### config.mk
export PLATFORM = sky130hd
export DESIGN_NAME = decode_stage
export DESIGN_NICKNAME = d
export VERILOG_FILES = /design/src/rv_dec_pkg.sv /design/src/decode_stage.sv /design/src/ex_stage_reg.sv /design/src/instr_decoder.sv /design/src/operand_select.sv /design/src/reg_file.sv
export SDC_FILE = /design/constraint.sdc
export NUM_CORES = 1
export LEC_CHECK = 0
export BUFFER_PORTS_ARGS = -buffer_cell sky130_fd_sc_hd__buf_2
export CAP_MARGIN = 10
export CELL_PAD_IN_SITES_DETAIL_PLACEMENT = 1
export CELL_PAD_IN_SITES_GLOBAL_PLACEMENT = 1
export CORE_MARGIN = 8
export CORE_UTILIZATION = 35
export CTS_BUF_LIST = sky130_fd_sc_hd__clkbuf_16
export DETAILED_ROUTE_END_ITERATION = 10
export PLACE_DENSITY_LB_ADDON = 0.1
export SLEW_MARGIN = 20
export SYNTH_ARGS = -nofsm -noshare
export SYNTH_HDL_FRONTEND = slang
export SYNTH_HIERARCHICAL = 1
export SYNTH_SLANG_ARGS = --single-unit
### constraint.sdc
create_clock -name clk_i -period 19.17 [get_ports clk_i]
set_input_delay 3.834 -clock clk_i [delete_from_list [all_inputs] [get_ports clk_i]]
set_output_delay 3.834 -clock clk_i [all_outputs]
set_load 0.01 [all_outputs]
### src/rv_dec_pkg.sv
// RV32I decode stage definitions
package rv_dec_pkg;

    localparam int XLEN       = 32;
    localparam int REG_ADDR_W = 5;
    localparam int PC_W       = 18;                  // Half-word PC holding address bits 18:1
    localparam logic [7:0] PC_TOP = 8'h40;           // Fixed upper byte of the code region

    typedef logic [XLEN-1:0]       word_t;
    typedef logic [REG_ADDR_W-1:0] reg_addr_t;
    typedef logic [PC_W-1:0]       pc_t;

    // Major opcodes, instruction bits 6:0
    typedef enum logic [6:0] {
        OPC_LOAD   = 7'b0000011,
        OPC_OP_IMM = 7'b0010011,
        OPC_AUIPC  = 7'b0010111,
        OPC_STORE  = 7'b0100011,
        OPC_OP     = 7'b0110011,
        OPC_LUI    = 7'b0110111,
        OPC_BRANCH = 7'b1100011,
        OPC_JALR   = 7'b1100111,
        OPC_JAL    = 7'b1101111
    } rv_opc_e;

    // Operations handed to execute
    typedef enum logic [4:0] {
        OP_NOP,
        OP_ADD, OP_SUB, OP_SLL, OP_SLT, OP_SLTU,
        OP_XOR, OP_SRL, OP_SRA, OP_OR, OP_AND,
        OP_BEQ, OP_BNE, OP_BLT, OP_BGE, OP_BLTU, OP_BGEU,
        OP_LB, OP_LH, OP_LW, OP_LBU, OP_LHU,
        OP_SB, OP_SH, OP_SW,
        OP_JAL, OP_JALR, OP_LUI, OP_AUIPC
    } op_e;

    typedef enum logic [1:0] {
        OPND_REG,                                    // rs1, rs2
        OPND_IMM,                                    // rs1, imm
        OPND_PC,                                     // pc, rs2
        OPND_PCIMM                                   // pc, imm
    } opnd_e;

    typedef enum logic [1:0] {
        FWD_NONE,
        FWD_EX,
        FWD_WB
    } fwd_e;

    typedef struct packed {
        op_e   op;
        opnd_e opnd;
    } dec_t;

    // Register write from write-back
    typedef struct packed {
        logic      we;
        reg_addr_t addr;
        word_t     data;
    } wb_t;

    typedef struct packed {
        logic lt;                                    // Signed less than
        logic ltu;                                   // Unsigned less than
        logic eq;
    } cmp_t;

    // Packet toward execute
    typedef struct packed {
        dec_t      dec;
        word_t     val1;
        word_t     val2;
        word_t     store_data;
        reg_addr_t rd;
        pc_t       pc_next;                          // Link value for JAL and JALR
        cmp_t      cmp;
    } ex_pkt_t;

endpackage

### src/decode_stage.sv
// RV32I decode and register read stage
`timescale 1ns/1ns

module decode_stage (
    input  logic                  clk_i,
    input  logic                  rst_i,
    input  rv_dec_pkg::word_t     instr_i,
    input  rv_dec_pkg::pc_t       pc_i,
    input  rv_dec_pkg::pc_t       pc_next_i,
    input  rv_dec_pkg::word_t     ex_fwd_i,
    input  rv_dec_pkg::wb_t       wb_i,
    input  logic                  stall_i,
    input  logic                  flush_i,
    input  rv_dec_pkg::fwd_e      fwd1_i,
    input  rv_dec_pkg::fwd_e      fwd2_i,
    output rv_dec_pkg::ex_pkt_t   ex_o,
    output rv_dec_pkg::reg_addr_t rs1_addr_o,
    output rv_dec_pkg::reg_addr_t rs2_addr_o
);

    rv_dec_pkg::dec_t  dec;
    rv_dec_pkg::word_t imm;
    rv_dec_pkg::word_t rs1_val;
    rv_dec_pkg::word_t rs2_val;
    rv_dec_pkg::word_t val1;
    rv_dec_pkg::word_t val2;
    rv_dec_pkg::word_t store_data;
    rv_dec_pkg::cmp_t  cmp;

    assign rs1_addr_o = instr_i[19:15];              // To hazard control
    assign rs2_addr_o = instr_i[24:20];

    instr_decoder i_decoder (
        .instr_i (instr_i),
        .dec_o   (dec),
        .imm_o   (imm)
    );

    reg_file i_reg_file (
        .clk_i      (clk_i),
        .rd1_addr_i (rs1_addr_o),
        .rd2_addr_i (rs2_addr_o),
        .rd1_o      (rs1_val),
        .rd2_o      (rs2_val),
        .wb_i       (wb_i)
    );

    operand_select i_operand_select (
        .dec_i        (dec),
        .imm_i        (imm),
        .rs1_i        (rs1_val),
        .rs2_i        (rs2_val),
        .pc_i         (pc_i),
        .fwd1_i       (fwd1_i),
        .fwd2_i       (fwd2_i),
        .ex_fwd_i     (ex_fwd_i),
        .wb_data_i    (wb_i.data),
        .val1_o       (val1),
        .val2_o       (val2),
        .store_data_o (store_data),
        .cmp_o        (cmp)
    );

    ex_stage_reg i_ex_stage_reg (
        .clk_i        (clk_i),
        .rst_i        (rst_i),
        .stall_i      (stall_i),
        .flush_i      (flush_i),
        .dec_i        (dec),
        .val1_i       (val1),
        .val2_i       (val2),
        .store_data_i (store_data),
        .rd_i         (instr_i[11:7]),
        .pc_next_i    (pc_next_i),
        .cmp_i        (cmp),
        .ex_o         (ex_o)
    );

endmodule

### src/ex_stage_reg.sv
// Decode to execute pipeline register
`timescale 1ns/1ns

module ex_stage_reg (
    input  logic                  clk_i,
    input  logic                  rst_i,
    input  logic                  stall_i,
    input  logic                  flush_i,
    input  rv_dec_pkg::dec_t      dec_i,
    input  rv_dec_pkg::word_t     val1_i,
    input  rv_dec_pkg::word_t     val2_i,
    input  rv_dec_pkg::word_t     store_data_i,
    input  rv_dec_pkg::reg_addr_t rd_i,
    input  rv_dec_pkg::pc_t       pc_next_i,
    input  rv_dec_pkg::cmp_t      cmp_i,
    output rv_dec_pkg::ex_pkt_t   ex_o
);

    rv_dec_pkg::ex_pkt_t pkt_d;

    always_comb begin
        pkt_d = '{dec:        dec_i,
                  val1:       val1_i,
                  val2:       val2_i,
                  store_data: store_data_i,
                  rd:         rd_i,
                  pc_next:    pc_next_i,
                  cmp:        cmp_i};
        if (flush_i) begin
            pkt_d.dec.op = rv_dec_pkg::OP_NOP;       // Bubble while the rest of the packet loads
        end
    end

    always_ff @(posedge clk_i) begin
        if (rst_i) begin
            ex_o.dec.op <= rv_dec_pkg::OP_NOP;
            ex_o.cmp    <= '0;
        end else if (!stall_i) begin
            ex_o <= pkt_d;
        end
    end

endmodule

### src/instr_decoder.sv
// RV32I instruction decoder
`timescale 1ns/1ns

module instr_decoder (
    input  rv_dec_pkg::word_t instr_i,
    output rv_dec_pkg::dec_t  dec_o,
    output rv_dec_pkg::word_t imm_o
);

    logic [6:0]        opcode;
    logic [2:0]        funct3;
    logic              f7_30;
    logic              f7_25;
    rv_dec_pkg::op_e   op_d;
    rv_dec_pkg::opnd_e opnd_d;

    assign opcode = instr_i[6:0];
    assign funct3 = instr_i[14:12];
    assign f7_30  = instr_i[30];
    assign f7_25  = instr_i[25];

    // Shared ALU decode for the register and immediate forms
    function automatic rv_dec_pkg::op_e alu_op(input logic [2:0] f3, input logic alt,
                                               input logic m_bit, input logic is_imm);
        rv_dec_pkg::op_e op;
        case (f3)
            3'b000:  op = (alt && !is_imm) ? rv_dec_pkg::OP_SUB : rv_dec_pkg::OP_ADD;
            3'b001:  op = rv_dec_pkg::OP_SLL;
            3'b010:  op = rv_dec_pkg::OP_SLT;
            3'b011:  op = rv_dec_pkg::OP_SLTU;
            3'b100:  op = rv_dec_pkg::OP_XOR;
            3'b101:  op = alt ? rv_dec_pkg::OP_SRA : rv_dec_pkg::OP_SRL;
            3'b110:  op = rv_dec_pkg::OP_OR;
            default: op = rv_dec_pkg::OP_AND;
        endcase
        // Bit 30 is only legal on SUB, SRA, SRAI and as immediate bits
        if (alt && f3 != 3'b101 && (f3 == 3'b001 || (!is_imm && f3 != 3'b000))) begin
            op = rv_dec_pkg::OP_NOP;
        end
        // Bit 25 marks M extension or a bad shift amount
        if (m_bit && (!is_imm || f3[1:0] == 2'b01)) begin
            op = rv_dec_pkg::OP_NOP;
        end
        return op;
    endfunction

    always_comb begin
        op_d   = rv_dec_pkg::OP_NOP;
        opnd_d = rv_dec_pkg::OPND_IMM;
        case (opcode)
            rv_dec_pkg::OPC_OP: begin
                op_d   = alu_op(funct3, f7_30, f7_25, 1'b0);
                opnd_d = rv_dec_pkg::OPND_REG;
            end
            rv_dec_pkg::OPC_OP_IMM: op_d = alu_op(funct3, f7_30, f7_25, 1'b1);
            rv_dec_pkg::OPC_LOAD: begin
                case (funct3)
                    3'b000:  op_d = rv_dec_pkg::OP_LB;
                    3'b001:  op_d = rv_dec_pkg::OP_LH;
                    3'b010:  op_d = rv_dec_pkg::OP_LW;
                    3'b100:  op_d = rv_dec_pkg::OP_LBU;
                    3'b101:  op_d = rv_dec_pkg::OP_LHU;
                    default: op_d = rv_dec_pkg::OP_NOP;
                endcase
            end
            rv_dec_pkg::OPC_STORE: begin
                case (funct3)
                    3'b000:  op_d = rv_dec_pkg::OP_SB;
                    3'b001:  op_d = rv_dec_pkg::OP_SH;
                    3'b010:  op_d = rv_dec_pkg::OP_SW;
                    default: op_d = rv_dec_pkg::OP_NOP;
                endcase
            end
            rv_dec_pkg::OPC_BRANCH: begin
                opnd_d = rv_dec_pkg::OPND_REG;               // Both sources go to the comparator
                case (funct3)
                    3'b000:  op_d = rv_dec_pkg::OP_BEQ;
                    3'b001:  op_d = rv_dec_pkg::OP_BNE;
                    3'b100:  op_d = rv_dec_pkg::OP_BLT;
                    3'b101:  op_d = rv_dec_pkg::OP_BGE;
                    3'b110:  op_d = rv_dec_pkg::OP_BLTU;
                    3'b111:  op_d = rv_dec_pkg::OP_BGEU;
                    default: op_d = rv_dec_pkg::OP_NOP;
                endcase
            end
            rv_dec_pkg::OPC_JALR: begin
                op_d = (funct3 == 3'b000) ? rv_dec_pkg::OP_JALR : rv_dec_pkg::OP_NOP;
            end
            rv_dec_pkg::OPC_LUI: op_d = rv_dec_pkg::OP_LUI;
            rv_dec_pkg::OPC_AUIPC: begin
                op_d   = rv_dec_pkg::OP_AUIPC;
                opnd_d = rv_dec_pkg::OPND_PCIMM;
            end
            rv_dec_pkg::OPC_JAL: begin
                op_d   = rv_dec_pkg::OP_JAL;
                opnd_d = rv_dec_pkg::OPND_PCIMM;
            end
            default: op_d = rv_dec_pkg::OP_NOP;              // FENCE, SYSTEM and unknown
        endcase
        if (op_d == rv_dec_pkg::OP_NOP) begin
            opnd_d = rv_dec_pkg::OPND_REG;
        end
    end

    assign dec_o = '{op: op_d, opnd: opnd_d};

    // Immediate format follows the opcode alone
    always_comb begin
        case (opcode)
            rv_dec_pkg::OPC_LOAD,
            rv_dec_pkg::OPC_OP_IMM,
            rv_dec_pkg::OPC_JALR:   imm_o = {{20{instr_i[31]}}, instr_i[31:20]};
            rv_dec_pkg::OPC_STORE:  imm_o = {{20{instr_i[31]}}, instr_i[31:25], instr_i[11:7]};
            rv_dec_pkg::OPC_BRANCH: imm_o = {{20{instr_i[31]}}, instr_i[7], instr_i[30:25],
                                             instr_i[11:8], 1'b0};
            rv_dec_pkg::OPC_JAL:    imm_o = {{12{instr_i[31]}}, instr_i[19:12], instr_i[20],
                                             instr_i[30:21], 1'b0};
            rv_dec_pkg::OPC_LUI,
            rv_dec_pkg::OPC_AUIPC:  imm_o = {instr_i[31:12], 12'b0};
            default:                imm_o = '0;              // R type has no immediate
        endcase
    end

endmodule

### src/operand_select.sv
// Forwarding, operand substitution and branch compare
`timescale 1ns/1ns

module operand_select (
    input  rv_dec_pkg::dec_t  dec_i,
    input  rv_dec_pkg::word_t imm_i,
    input  rv_dec_pkg::word_t rs1_i,
    input  rv_dec_pkg::word_t rs2_i,
    input  rv_dec_pkg::pc_t   pc_i,
    input  rv_dec_pkg::fwd_e  fwd1_i,
    input  rv_dec_pkg::fwd_e  fwd2_i,
    input  rv_dec_pkg::word_t ex_fwd_i,
    input  rv_dec_pkg::word_t wb_data_i,
    output rv_dec_pkg::word_t val1_o,
    output rv_dec_pkg::word_t val2_o,
    output rv_dec_pkg::word_t store_data_o,
    output rv_dec_pkg::cmp_t  cmp_o
);

    rv_dec_pkg::word_t src1;
    rv_dec_pkg::word_t src2;
    rv_dec_pkg::word_t pc_addr;
    logic              use_pc;
    logic              use_imm;

    function automatic rv_dec_pkg::word_t fwd_mux(input rv_dec_pkg::fwd_e sel,
                                                  input rv_dec_pkg::word_t rf_val,
                                                  input rv_dec_pkg::word_t ex_val,
                                                  input rv_dec_pkg::word_t wb_val);
        case (sel)
            rv_dec_pkg::FWD_WB: return wb_val;
            rv_dec_pkg::FWD_EX: return ex_val;
            default:            return rf_val;
        endcase
    endfunction

    assign src1 = fwd_mux(fwd1_i, rs1_i, ex_fwd_i, wb_data_i);
    assign src2 = fwd_mux(fwd2_i, rs2_i, ex_fwd_i, wb_data_i);

    // Compare and store data use the forwarded sources
    assign cmp_o.lt      = $signed(src1) < $signed(src2);
    assign cmp_o.ltu     = src1 < src2;
    assign cmp_o.eq      = src1 == src2;
    assign store_data_o  = src2;

    assign pc_addr = {rv_dec_pkg::PC_TOP, 5'b0, pc_i, 1'b0};   // Byte address of this instruction
    assign use_pc  = dec_i.opnd == rv_dec_pkg::OPND_PC || dec_i.opnd == rv_dec_pkg::OPND_PCIMM;
    assign use_imm = dec_i.opnd == rv_dec_pkg::OPND_IMM || dec_i.opnd == rv_dec_pkg::OPND_PCIMM;

    assign val1_o = use_pc  ? pc_addr : src1;
    assign val2_o = use_imm ? imm_i   : src2;

endmodule

### src/reg_file.sv
// Integer register file
`timescale 1ns/1ns

module reg_file (
    input  logic                  clk_i,
    input  rv_dec_pkg::reg_addr_t rd1_addr_i,
    input  rv_dec_pkg::reg_addr_t rd2_addr_i,
    output rv_dec_pkg::word_t     rd1_o,
    output rv_dec_pkg::word_t     rd2_o,
    input  rv_dec_pkg::wb_t       wb_i
);

    // x0 has no storage
    rv_dec_pkg::word_t regs_q [1:31];

    always_ff @(posedge clk_i) begin
        if (wb_i.we && wb_i.addr != '0) begin
            regs_q[wb_i.addr] <= wb_i.data;
        end
    end

    // Reads see the old value during a write
    assign rd1_o = (rd1_addr_i == '0) ? '0 : regs_q[rd1_addr_i];
    assign rd2_o = (rd2_addr_i == '0) ? '0 : regs_q[rd2_addr_i];

endmodule

Word level (Yosys, flattened, before mapping)
Memories as Yosys holds them, arrays and structs flattened. Index checks and enable logic that the tools add are counted. W data, S select, Z words.

Register bits: 129. Bits in writable memories: 992. Bits of input ports: 146. Output and inout bits: 139. Word-level logic and storage cells: 86. Memories kept: 1.

Memory list: i_reg_file.regs_q (depth 31, bits a word 32, rd ports 2, clocked after memory_dff 0, write ports 1, RTL line reg_file.sv:14) `rv_dec_pkg::word_t regs_q [1:31];`.

$lt $le $gt $ge: 2. Eq/ne operators: 26. Mux-type cells: 25. Bitwise gates (word level): 2. Reduce and logical (&&, ||, !) cells: 19.

Operators by type and width (number): $pmux W32 S5 (1); $pmux W32 S2 (2); $mux W32 (3); $pmux W5 S7 (2); $lt A32 B32 Y1 (2); $pmux W5 S9 (1); $eq A32 B32 Y1 (1); $mux W5 (6); $pmux W5 S6 (1); $pmux W5 S5 (1); $eq A7 B6 Y1 const B (3); $eq A7 B7 Y1 const B (3); $mux W19 (1); $logic_not A5 Y1 (3); $pmux W5 S3 (1); $eq A7 B5 Y1 const B (2); $eq A3 B3 Y1 const B (4); $eq A2 B1 Y1 const B (4); $eq A2 B2 Y1 const B (4); $eq A7 B2 Y1 const B (1); $eq A3 B2 Y1 const B (2); $reduce_or A2 Y1 (3); $logic_and A1 B1 Y1 (5); $reduce_bool A5 Y1 (1); other kinds (12) (17).

Depth between registers and ports, before layout
Word-level depth: 11. Depth in mapped cells: 19. Gate-level depth less buffers: 14.

Cells and area by module
Netlist, hierarchy kept.

By module, submodules not included: reg_file (times used 1, cells an instance 2593, area each 46489.6 um2, sequential area each 29788.6 um2); ex_stage_reg (times used 1, cells an instance 153, area each 3941.3 um2, sequential area each 3793.6 um2); operand_select (times used 1, cells an instance 445, area each 2628.8 um2, sequential area each 0.0 um2); instr_decoder (times used 1, cells an instance 167, area each 1056.0 um2, sequential area each 0.0 um2); decode_stage (times used 1, cells an instance 10, area each 75.1 um2, sequential area each 0.0 um2).

Worst setup path after synthesis
OpenSTA, ideal clock, no wires.

Kind: input to register. Start point: in rst_i. End point: reg, netlist name i_ex_stage_reg/ex_o[100]. Setup time: 0.603 ns. Arrival time: 9.051 ns. Required time: 18.567 ns. Slack: 9.516 ns. Cell stages on the path: 2. Path buffers: 1. Cells stage by stage: clkbuf_1 nor2_1.

Word-level cells in the longest chain between the ends: 2.

RTL lines: from (decl) (RTL line decode_stage.sv:6) `input logic rst_i,`; $not A1 Y1 (no source line); $reduce_and A2 Y1 (no source line).

Every way passes these cells. A chain may end at the register's enable or synchronous reset.

==> flow_summary.json <==
{
  "status": "finished, final reports clean",
  "gp_congestion": 0.874,
  "clock_path_buffers": 3,
  "cts_made_buffers": 133,
  "ir_drop_mv": 0.0995,
  "drc_errors": 0,
  "dr_total_vias": 35401,
  "power_density_nw_per_um2": 96.0,
  "antenna_left": 0,
  "initial_core_util_pct": 35.2,
  "htree_levels": 4,
  "cts_tree": "built",
  "drive_gt1_share_pct": 27.9,
  "cp-end-kind": "flip-flop",
  "hold_path_class": "flip-flop to flip-flop",
  "avgSynthCellArea_sq_um": 16.1,
  "path_max_fanout": 113,
  "rsz0062_at_grt": "no",
  "ios": 285,
  "root_buffer": "clkbuf_16",
  "cts_setup_buffers": 0,
  "drtIter0Drc": 3632,
  "synth_xor_area_share_pct": 0.0623,
  "synth_warnings": 6,
  "layout_common_cells": "edfxtp_1, mux4_2, mux2i_1, buf_2, nand2_1",
  "grt_pass1_vias": 37154,
  "port_buffers": 284,
  "fillCellCount": 15194,
  "vias_per_cell": 6.13,
  "antenna_found_initial": 27,
  "die_h_um": 409,
  "p_leak_nw": 21.4,
  "setup_viol": 0,
  "min_period_over_period_pct": 47.2,
  "tightest_slew_ps": 1130,
  "grt_max_degree": 114,
  "async_flop_share_pct": 0,
  "post-route-min-period_ps": 9040,
  "clk_latency_ps": 770,
  "required_ps": 19810,
  "syn_nets": 3550,
  "yosys.area_share.adder_pct": 0.831,
  "synth_top_family_by_area": "multiplexers",
  "hpwl_mm": 130,
  "fin_nets": 3795,
  "ys_ff_latch": 1121,
  "path_clk_slew_ps": 50,
  "synth-edff-count": 1113,
  "drv_slew": 0,
  "path_class": "input pin to flip-flop",
  "r2r_slack_ps": 14690,
  "grt_pass1_wl_mm": 302,
  "cap_violations": 0,
  "fp.dieW_um": 409,
  "first_pass_iters": 5,
  "hold_buffers": 0,
  "cts.sink_count": 1121,
  "postSynthCellCount": 3368,
  "yosysUniqueCellTypes": 75,
  "synth_simple_gate_area_share_pct": 5.40,
  "wl_per_cell_um": 37.8,
  "ctsResizeCount": 0,
  "slew_headroom_pct": 24.9,
  "syn_area_sq_um": 54200,
  "synth_compound_area_share_pct": 7.23,
  "grt.overflow.total": 0,
  "final_common_cell": "edfxtp_1",
  "clock_skew_ps": 26.0,
  "finalHoldViolations": 0,
  "critPathLaunchType": "input pin",
  "max_freq_mhz": 111,
  "finalSetupTns_ps": 0,
  "core_sq_um": 154000,
  "die_area_sq_um": 168000,
  "synth_mux_area_share_pct": 21.6,
  "synth_sequential_area_ratio_pct": 62.0,
  "grt_usage_pct": 25.3,
  "p_total_w": 0.00597,
  "area_growth_pct": 14.8,
  "ys.flop_type": "edfxtp_1",
  "rows": 144,
  "routed_wirelength_mm": 219,
  "cp.arrival_ps": 9690
}
## synth_stat cells, types with 6 or more instances
library cell	number	area, sq um
a21o_1	13	97.6
and3_1	19	119
nand2_1	199	747
edfxtp_1	1113	33400
and2_1	34	213
a21oi_1	115	576
nand4_1	23	144
ha_1	36	450
a22o_1	50	438
mux4_2	340	7660
o21ai_1	17	85.1
a211o_1	32	280
a31oi_1	18	113
inv_1	39	146
buf_4	35	263
o21ai_0	91	455
nor2b_1	61	382
mux2_2	47	529
buf_6	26	293
mux4_1	10	263
mux2i_1	316	3160
nor2_1	168	631
dfxtp_1	8	160
clkbuf_1	124	465
mux2_1	6	67.6
a211oi_1	18	135
or3b_2	7	61.3
nand3b_1	7	52.6
nor3_1	8	40.0
nand3_1	60	300
buf_2	66	330
buf_1	12	45.0
a22oi_1	159	1190
a311o_1	31	310
## report_power, final
part           switching (W)  internal [W]  total, W  leakage (nW)
combinational       0.000432      0.000220  0.000653          9.04
clock                0.00106       0.00149   0.00255          2.21
sequential         0.0000191       0.00275   0.00277          10.2
## registers in the layout, indices dropped and copies added, names as in the netlist
register,cells
i_ex_stage_reg/ex_o,129
i_reg_file/regs_q,992
## per-stage QoR
step	utilization, %	hold slack [ps]	instances	setup WS [ps]	cell area [sq um]
final	40.4	469	5776	10130	62200
after global placement	37.6	450	5520	9430	57800
after floorplan	-	476	3368	9520	54200
after CTS	40.4	461	5769	10140	62200
after global routing	40.4	483	5770	9860	62200
after detailed placement	37.6	453	5522	9320	57900
## worst paths after layout
kind	startpoint	cells after the start	end
setup / recovery	instr_i[16]	17	i_ex_stage_reg/ex_o[1]
hold / removal	i_ex_stage_reg/ex_o[124]	2	i_ex_stage_reg/ex_o[124]
setup reg to reg	i_reg_file/regs_q[31][7]	14	i_ex_stage_reg/ex_o[2]
hold reg to reg	i_ex_stage_reg/ex_o[124]	2	i_ex_stage_reg/ex_o[124]
## metal layers
layer | vias to the layer above | wire length [um] | global-route usage [%]
met3 | 366 | 14600 | 4.50
met4 | 12 | 6990 | 7.79
li1 | 14201 | - | -
met5 | - | 79 | 0
met2 | 1566 | 101000 | 40.4
met1 | 19256 | 95700 | 35.3
## final cells by class
type	instances	area (sq um)	share of cell area [%]
diodes	7	17.5	0.0281
clock buffers	139	3480	5.59
clock inverters	108	883	1.42
inverters	40	150	0.241
multi-input cells	1940	19400	31.1
flip-flops and latches	1121	33600	54.0
well taps	2044	2560	4.11
repair buffers	377	2210	3.55
## critical path: stages
cell      delay, ps
buf_8           440
buf_12          620
buf_4           690
mux4_2          590
mux2i_1         390
nand2_1         170
a311o_1         460
nand2_1          90
o21ai_1         270
ha_1            430
nand4_1         170
nor4_1          410
a21boi_0        270
o31a_1          220
nor3_1           80
mux2i_1         130
nor2_1           50
## cells by family (layout without fill, tap and decap cells)
logic type | Yosys count | after routing
other | 0 | 7
flip-flops | 1121 | 1121
AND/OR/NAND/NOR | 612 | 612
AO/OA/AOI/OAI | 570 | 570
buffers and inverters | 307 | 664
multiplexers | 719 | 719
adder cells (fa/ha/maj) | 36 | 36
XOR/XNOR | 3 | 3
Power figures use the tool's default switching activity.
